File: src/nabp_pkg.sv
package nabp_pkg;

    // datapath widths
    localparam int sample_w = 12;
    localparam int sum_w = 24;

    // shift accumulator split, integer part on top
    localparam int accu_int_w = 4;
    localparam int accu_frac_w = 8;
    localparam int accu_w = accu_int_w + accu_frac_w;

    // angle index and angle count
    localparam int angle_w = 6;

    typedef logic [sample_w-1:0] sample_t;

    // raw view for the adder, fixed-point view for boundary detection
    typedef union packed {
        logic [accu_w-1:0] raw;
        struct packed {
            logic [accu_int_w-1:0] int_part;
            logic [accu_frac_w-1:0] frac_part;
        } fixed;
    } shift_accu_t;

    // shifter strobes to buffer, mapper and PEs
    typedef struct packed {
        logic lb_clear;
        // one cycle behind mp_shift_en
        logic lb_shift_en;
        // two cycles behind the shift state
        logic pe_en;
        logic mp_shift_en;
    } shifter_ctrl_t;

endpackage

File: src/nabp_filter_mapper.sv
`timescale 1ns/1ps

module nabp_filter_mapper #(
    parameter int IMAGE_SIZE = 16
) (
    input  logic clk,
    input  logic reset_n,
    input  logic mp_kick,
    input  nabp_pkg::shifter_ctrl_t ctrl,
    input  logic [nabp_pkg::angle_w-1:0] angle,
    input  nabp_pkg::sample_t ram_data,
    output logic [nabp_pkg::angle_w+$clog2(IMAGE_SIZE)-1:0] ram_addr,
    output nabp_pkg::sample_t sample
);
    import nabp_pkg::*;

    localparam int COL_W = $clog2(IMAGE_SIZE);
    localparam int ADDR_W = angle_w + COL_W;

    logic [COL_W-1:0] col;
    logic [COL_W-1:0] col_nxt;

    // column saturates at the last pixel of the row
    always_comb
    begin
        col_nxt = col;
        if (mp_kick)
            col_nxt = '0;
        else if (ctrl.mp_shift_en && (col != COL_W'(IMAGE_SIZE - 1)))
            col_nxt = col + 1'b1;
    end

    always_ff @(posedge clk)
    begin
        if (!reset_n)
            col <= '0;
        else
            col <= col_nxt;
    end

    // address leads the counter by one cycle to hide the RAM latency,
    // so the word for the current column is registered when it shifts
    assign ram_addr = ADDR_W'(angle) * ADDR_W'(IMAGE_SIZE) + ADDR_W'(col_nxt);

    always_ff @(posedge clk)
    begin
        sample <= ram_data;
    end

endmodule

File: src/nabp_line_buffer.sv
`timescale 1ns/1ps

module nabp_line_buffer #(
    parameter int NUM_PES = 4,
    parameter int TAP_SPACING = 3
) (
    input  logic clk,
    input  logic reset_n,
    input  nabp_pkg::shifter_ctrl_t ctrl,
    input  nabp_pkg::sample_t sample,
    output nabp_pkg::sample_t [NUM_PES-1:0] taps
);
    import nabp_pkg::*;

    localparam int DEPTH = (NUM_PES - 1) * TAP_SPACING + 1;

    sample_t [DEPTH-1:0] line_q;

    // new sample enters at entry 0, oldest falls off the top
    always_ff @(posedge clk)
    begin
        if (!reset_n || ctrl.lb_clear)
        begin
            line_q <= '0;
        end
        else if (ctrl.lb_shift_en)
        begin
            line_q <= {line_q[DEPTH-2:0], sample};
        end
    end

    // PE k watches entry k*TAP_SPACING
    genvar k;
    generate
        for (k = 0; k < NUM_PES; k++)
        begin : g_tap
            assign taps[k] = line_q[k * TAP_SPACING];
        end
    endgenerate

endmodule

File: src/nabp_pe_array.sv
`timescale 1ns/1ps

module nabp_pe_array #(
    parameter int NUM_PES = 4
) (
    input  logic clk,
    input  logic reset_n,
    input  logic start,
    input  logic busy,
    input  nabp_pkg::shifter_ctrl_t ctrl,
    input  nabp_pkg::sample_t [NUM_PES-1:0] taps,
    output logic [NUM_PES-1:0][nabp_pkg::sum_w-1:0] pe_sums
);
    import nabp_pkg::*;

    genvar k;
    generate
        for (k = 0; k < NUM_PES; k++)
        begin : g_pe
            logic [sum_w-1:0] tap_ext;

            // taps are signed filtered samples
            assign tap_ext = {{(sum_w - sample_w){taps[k][sample_w-1]}}, taps[k]};

            always_ff @(posedge clk)
            begin
                if (!reset_n)
                    pe_sums[k] <= '0;
                else if (start && !busy)
                    pe_sums[k] <= '0;
                else if (ctrl.pe_en)
                    pe_sums[k] <= pe_sums[k] + tap_ext;
            end
        end
    endgenerate

    // accumulation only happens inside a run
    assert property (@(posedge clk) disable iff (!reset_n) ctrl.pe_en |-> busy);

endmodule

File: src/nabp_shifter.sv
`timescale 1ns/1ps

module nabp_shifter #(
    parameter int IMAGE_SIZE = 16,
    parameter int NUM_PES = 4,
    parameter int TAP_SPACING = 3
) (
    input  logic clk,
    input  logic reset_n,
    input  logic fill_kick,
    input  logic shift_kick,
    input  nabp_pkg::shift_accu_t accu_base,
    output logic fill_done,
    output logic shift_done,
    output logic mp_kick,
    output nabp_pkg::shifter_ctrl_t ctrl
);
    import nabp_pkg::*;

    localparam int DEPTH = (NUM_PES - 1) * TAP_SPACING + 1;
    localparam int CNT_W = $clog2(IMAGE_SIZE);

    localparam logic [1:0] S_READY = 2'd0;
    localparam logic [1:0] S_FILL = 2'd1;
    localparam logic [1:0] S_FILL_DONE = 2'd2;
    localparam logic [1:0] S_SHIFT = 2'd3;

    logic [1:0] state;
    logic [1:0] next_state;
    logic [CNT_W-1:0] cnt;
    shift_accu_t accu;
    shift_accu_t accu_next;
    logic fill_last;
    logic shift_last;
    logic mp_shift_en;
    logic lb_shift_q;
    logic [1:0] pe_en_pipe;
    logic [1:0] fill_done_pipe;
    logic [1:0] shift_done_pipe;

    // accumulator wraps freely, only integer crossings matter
    assign accu_next.raw = accu.raw + accu_base.raw;

    assign fill_last = (state == S_FILL) && (cnt == '0);
    assign shift_last = (state == S_SHIFT) && (cnt == '0);

    // every fill cycle, or a shift cycle crossing an integer boundary
    assign mp_shift_en = (state == S_FILL) ||
                         ((state == S_SHIFT) &&
                          (accu_next.fixed.int_part != accu.fixed.int_part));

    always_comb
    begin
        next_state = state;
        case (state)
            S_READY:
                if (fill_kick)
                    next_state = S_FILL;
            S_FILL:
                if (fill_last)
                    next_state = S_FILL_DONE;
            S_FILL_DONE:
                if (shift_kick)
                    next_state = S_SHIFT;
            default:
                if (shift_last)
                    next_state = S_READY;
        endcase
    end

    always_ff @(posedge clk)
    begin
        if (!reset_n)
        begin
            state <= S_READY;
            cnt <= '0;
            accu.raw <= '0;
        end
        else
        begin
            state <= next_state;
            case (state)
                S_FILL, S_SHIFT:
                begin
                    if (cnt != '0)
                        cnt <= cnt - 1'b1;
                    if (state == S_SHIFT)
                        accu <= accu_next;
                end
                S_FILL_DONE:
                begin
                    cnt <= CNT_W'(IMAGE_SIZE - 1);
                    accu.raw <= '0;
                end
                default:
                begin
                    cnt <= CNT_W'(DEPTH - 1);
                    accu.raw <= '0;
                end
            endcase
        end
    end

    // one cycle for the RAM read, one more for the buffer taps
    always_ff @(posedge clk)
    begin
        if (!reset_n)
        begin
            lb_shift_q <= 1'b0;
            pe_en_pipe <= '0;
            fill_done_pipe <= '0;
            shift_done_pipe <= '0;
        end
        else
        begin
            lb_shift_q <= mp_shift_en;
            pe_en_pipe <= {pe_en_pipe[0], state == S_SHIFT};
            fill_done_pipe <= {fill_done_pipe[0], fill_last};
            shift_done_pipe <= {shift_done_pipe[0], shift_last};
        end
    end

    assign fill_done = fill_done_pipe[1];
    assign shift_done = shift_done_pipe[1];
    assign mp_kick = fill_kick;

    always_comb
    begin
        ctrl.lb_clear = fill_kick;
        ctrl.lb_shift_en = lb_shift_q;
        ctrl.pe_en = pe_en_pipe[1];
        ctrl.mp_shift_en = mp_shift_en;
    end

    assert property (@(posedge clk) disable iff (!reset_n) shift_kick |-> state == S_FILL_DONE);

endmodule

File: src/nabp_state_control.sv
`timescale 1ns/1ps

module nabp_state_control (
    input  logic clk,
    input  logic reset_n,
    input  logic start,
    input  logic [nabp_pkg::angle_w-1:0] num_angles,
    input  nabp_pkg::shift_accu_t accu_base_in,
    input  logic fill_done,
    input  logic shift_done,
    output logic fill_kick,
    output logic shift_kick,
    output nabp_pkg::shift_accu_t accu_base,
    output logic [nabp_pkg::angle_w-1:0] angle,
    output logic busy,
    output logic done
);
    import nabp_pkg::*;

    logic [angle_w-1:0] num_q;

    // one fill and one shift phase per angle
    always_ff @(posedge clk)
    begin
        if (!reset_n)
        begin
            fill_kick <= 1'b0;
            shift_kick <= 1'b0;
            angle <= '0;
            num_q <= '0;
            busy <= 1'b0;
            done <= 1'b0;
        end
        else
        begin
            fill_kick <= 1'b0;
            shift_kick <= 1'b0;
            done <= 1'b0;
            if (start && !busy)
            begin
                num_q <= num_angles;
                angle <= '0;
                // an empty run finishes at once
                if (num_angles == '0)
                begin
                    done <= 1'b1;
                end
                else
                begin
                    busy <= 1'b1;
                    fill_kick <= 1'b1;
                end
            end
            else if (busy && fill_done)
            begin
                shift_kick <= 1'b1;
            end
            else if (busy && shift_done)
            begin
                if (angle == num_q - 1'b1)
                begin
                    busy <= 1'b0;
                    done <= 1'b1;
                end
                else
                begin
                    angle <= angle + 1'b1;
                    fill_kick <= 1'b1;
                end
            end
        end
    end

    // base is held for the whole run
    always_ff @(posedge clk)
    begin
        if (start && !busy)
        begin
            accu_base <= accu_base_in;
        end
    end

    // done pulses from the shifter never coincide
    assert property (@(posedge clk) disable iff (!reset_n) !(fill_done && shift_done));

endmodule

File: src/nabp_top.sv
`timescale 1ns/1ps

module nabp_top #(
    parameter int IMAGE_SIZE = 16,
    parameter int NUM_PES = 4,
    parameter int TAP_SPACING = 3
) (
    input  logic clk,
    input  logic reset_n,
    input  logic start,
    input  logic [nabp_pkg::angle_w-1:0] num_angles,
    input  nabp_pkg::shift_accu_t accu_base,
    input  nabp_pkg::sample_t ram_data,
    output logic [nabp_pkg::angle_w+$clog2(IMAGE_SIZE)-1:0] ram_addr,
    output logic busy,
    output logic done,
    output logic [NUM_PES-1:0][nabp_pkg::sum_w-1:0] pe_sums
);
    import nabp_pkg::*;

    logic fill_kick;
    logic shift_kick;
    logic fill_done;
    logic shift_done;
    logic mp_kick;
    logic [angle_w-1:0] angle;
    shift_accu_t run_base;
    shifter_ctrl_t ctrl;
    sample_t sample;
    sample_t [NUM_PES-1:0] taps;

    nabp_state_control u_state_control (
        .clk(clk), .reset_n(reset_n), .start(start), .num_angles(num_angles),
        .accu_base_in(accu_base), .fill_done(fill_done), .shift_done(shift_done),
        .fill_kick(fill_kick), .shift_kick(shift_kick), .accu_base(run_base),
        .angle(angle), .busy(busy), .done(done)
    );

    nabp_shifter #(.IMAGE_SIZE(IMAGE_SIZE), .NUM_PES(NUM_PES), .TAP_SPACING(TAP_SPACING))
    u_shifter (
        .clk(clk), .reset_n(reset_n), .fill_kick(fill_kick), .shift_kick(shift_kick),
        .accu_base(run_base), .fill_done(fill_done), .shift_done(shift_done),
        .mp_kick(mp_kick), .ctrl(ctrl)
    );

    nabp_filter_mapper #(.IMAGE_SIZE(IMAGE_SIZE)) u_filter_mapper (
        .clk(clk), .reset_n(reset_n), .mp_kick(mp_kick), .ctrl(ctrl), .angle(angle),
        .ram_data(ram_data), .ram_addr(ram_addr), .sample(sample)
    );

    nabp_line_buffer #(.NUM_PES(NUM_PES), .TAP_SPACING(TAP_SPACING)) u_line_buffer (
        .clk(clk), .reset_n(reset_n), .ctrl(ctrl), .sample(sample), .taps(taps)
    );

    nabp_pe_array #(.NUM_PES(NUM_PES)) u_pe_array (
        .clk(clk), .reset_n(reset_n), .start(start), .busy(busy), .ctrl(ctrl),
        .taps(taps), .pe_sums(pe_sums)
    );

endmodule
File: config.mk
export PLATFORM = sky130hd
export DESIGN_NAME = nabp_top
export DESIGN_NICKNAME = d
export VERILOG_FILES = /design/src/nabp_pkg.sv /design/src/nabp_filter_mapper.sv /design/src/nabp_line_buffer.sv /design/src/nabp_pe_array.sv /design/src/nabp_shifter.sv /design/src/nabp_state_control.sv /design/src/nabp_top.sv
export SDC_FILE = /design/constraint.sdc
export NUM_CORES = 1
export LEC_CHECK = 0
export BUFFER_PORTS_ARGS = -buffer_cell sky130_fd_sc_hd__clkbuf_2
export CAP_MARGIN = 20
export CORE_ASPECT_RATIO = 0.75
export CORE_MARGIN = 5
export CORE_UTILIZATION = 65
export DETAILED_ROUTE_END_ITERATION = 6
export PLACE_DENSITY = 0.86
export SLEW_MARGIN = 20
export SYNTH_ARGS = -nofsm -noshare
export SYNTH_HDL_FRONTEND = slang
export SYNTH_SLANG_ARGS = --single-unit
File: constraint.sdc
create_clock -name clk -period 8.45 [get_ports clk]
set_input_delay 0.845 -clock clk [delete_from_list [all_inputs] [get_ports clk]]
set_output_delay 0.845 -clock clk [all_outputs]
set_load 0.05 [all_outputs]
==> reports/qor.csv <==
metric,value,unit
outcome,"finished, final reports clean",
synth_area,0.01478,mm²
min_path_type,in -> reg,
final_cell_mix,"dfxtp_1, nor2_1, mux2i_1, clkbuf_2, ha_1",
antenna_found_initial,0,
io_buffers,140,
avgSynthCellArea,9.118,µm²
cts_root_buf,clkbuf_16,
critical_path.max_stage_delay,0.46,ns
r2r-end,u_pe_array.pe_sums[95],
cp_max_fo,4,
critPathSlowestCell,nor4_2,
finalSetupViolations,0,
r2r_slack,4.93,ns
cpMostUsedCell,nor3_1,
crit_type,reg -> out,
worstPathRequired,7.61,ns
drt-total-wl,34750,µm
clk_pin_slew,0.06,ns
maxCapViolations,0,
synth_enable_flop_cells,12,
cts_made_buffers,28,
place_area,0.01567,mm²
drive_above_1_share,11.99,%
synth_cells,1621,
yosysWarnings,0,
power.static_leakage,0.006993,µW
crit_family,simple AND/OR/NAND/NOR gates,
ant_nets,0,
final.setup.tns,0,ns
grt_pass1_wl,56810,µm
reg2reg_depth,10,
start_util,66.49,%
pin_count,141,
cp.arrival,3.99,ns
ir_drop,162.4,µV
grt_max_degree,65,
grt_overflow_total,0,
ctsResizeCount,0,
htreeDepth,1,
dp_slack,4.303,ns
die_area,0.02589,mm²
cts_setup_buffers,0,
drc,0,
r2r-start,u_pe_array.pe_sums[73],
num_antenna_cells,0,
gp_congestion,0.9259,
synth_compound_area_share,14.90,%
ys_types,68,
post_drt_wl_per_cell,16.98,µm
cts_tree,built,
min_from,ram_data[9],
final_common_cell,dfxtp_1,
whs_path_depth,1,
path_cells,ha_1 > inv_1 > fa_1 > nor2b_1 > o2111a_1 > nor3_1 > nor3_1 > xnor3_1 > nor4_2 > a21oi_1 > xnor2_1 > nor2_1 > clkbuf_2,
min_period_over_period,57.22,%
synth_top_family_by_area,simple AND/OR/NAND/NOR gates,
dr.pass1.iters,6,
fp-row-count,47,
core,0.02223,mm²
fmax,206.8,MHz
power_density,182.5,mW/mm²
synth_xor_area_share,5.435,%
fin_worst_skew,0.01153,ns
synthMuxAreaShare,11.78,%
fp.dieH,140.6,µm
setup_ws,3.615,ns
grt_pass1_vias,11360,
ys_seq_area_share,39.28,%
synth_simple_gate_area_share,15.73,%
syn2layout_area_growth,12.45,%
drtIter0Drc,793,
grtUsageTotal,25.84,%
worstHoldEndpoint,u_filter_mapper.sample[9],
rsz0062_at_grt,no,
endpoint_kind,primary output,
ctsLongestPathBuffers,3,
die_w,184.1,µm
period_needed,4.835,ns
synth_nets,1771,
synth_adder_area_share,10.16,%
vias_per_cell,5.932,
maxSlewHeadroom,26.55,%
synthArstFlopShare,0,%
tightest_slew,1.102,ns
cp-start-kind,register,
drv_slew,0,
cp.buffers_inverters,2,
holdBufCountCts,0,
fin_area,0.01662,mm²
final-hold-violation-count,0,
hpwl,24420,µm
layout.nets,1881,
ys_seq_elements,284,
dr_total_vias,12140,
synthFlopType,dfxtp_1,
cts_sinks,284,
clk_latency,0.55,ns
cell usage after synthesis, drive strengths merged, types with 15 or more instances:
cell / count / area share (%)
a31oi: 15 / 0.63
nand3: 28 / 0.95
inv: 39 / 0.99
xnor2: 52 / 3.1
nor2b: 25 / 1.1
o21a: 24 / 1.2
clkbuf: 50 / 1.3
xor2: 32 / 1.9
nand2b: 15 / 0.63
ha: 112 / 9.5
buf: 16 / 0.41
a21oi: 93 / 3.1
nor3: 36 / 1.2
a21o: 36 / 1.8
nand2: 84 / 2.1
o21ai: 56 / 1.9
dfxtp: 272 / 37
nor2: 263 / 6.7
mux2i: 174 / 12
a211oi: 31 / 1.6
worst max-delay path by stage:
stage	startpoint	endpoint	slack [ns]	cells past startpoint
floorplan	u_state_control.accu_base[0]	ram_addr[0]	4.41	12
CTS	u_shifter.accu[0]	ram_addr[1]	3.66	13
finish	u_shifter.accu[0]	ram_addr[0]	3.62	13
global route	u_shifter.accu[0]	ram_addr[1]	3.44	13
detailed placement	u_shifter.accu[0]	ram_addr[1]	4.30	13
global placement	u_state_control.accu_base[0]	ram_addr[0]	4.47	13
through the flow:
stage	util, %	power [µW]	cells	hold WS (ns)
6_report	74.77	3033	2046	0.3951
5_1_grt	74.77	3140	2046	0.3830
4_1_cts	74.77	3045	2046	0.3764
3_5_place_dp	70.49	1782	1995	0.4223
3_3_place_gp	70.49	1771	1995	0.4137
2_1_floorplan	-	1709	1621	0.4119
state kept, by name, indices dropped and copies added, names as in the netlist:
| name | flops |
|---|---|
| u_pe_array.pe_sums | 96 |
| u_line_buffer.line_q | 72 |
| u_line_buffer.taps | 48 |
| u_filter_mapper.sample | 12 |
| u_state_control.accu_base | 12 |
| u_shifter.accu | 11 |
| u_state_control.angle | 6 |
| u_state_control.num_q | 6 |
| u_filter_mapper.col | 4 |
| u_shifter.cnt | 4 |
| u_shifter.fill_done_pipe | 2 |
| u_shifter.pe_en_pipe | 2 |
| u_shifter.shift_done_pipe | 2 |
| u_shifter.state | 2 |
| u_shifter.lb_shift_q | 1 |
| u_state_control.busy | 1 |
| u_state_control.done | 1 |
| u_state_control.fill_kick | 1 |
| u_state_control.shift_kick | 1 |
layout make-up:
class	count	area [µm²]
multi-input combinational	1230	8588
sequential	284	5813
fill	1585	5608
clock buffer	38	830.8
timing repair buffer	146	745.7
tap	294	367.9
inverter	41	153.9
clock inverter	13	121.4
logic make-up (layout without fill, tap and decap cells):
logic type,Yosys count,count (layout)
and+or+nand+nor,516,516
AOI/OAI and AO/OA,336,336
DFF,284,284
muxes,174,174
adders and majority gates,117,117
buffers and inverters,107,238
xor gates and xnor gates,87,87
power by group:
| group | internal [µW] | switching (µW) |
|---|---|---|
| clock | 748 | 527 |
| combinational | 135 | 181 |
| sequential | 1380 | 62.3 |
routing by layer:
metal | global-route usage (%) | vias to the layer above | share of wire [%]
li1 | - | 6005 | -
met1 | 37.03 | 5727 | 47
met2 | 41.53 | 349 | 45
met3 | 3.914 | 56 | 6.6
met4 | 5.834 | 0 | 2.1
met5 | 0 | - | 0
Power figures use the tool's default switching activity.
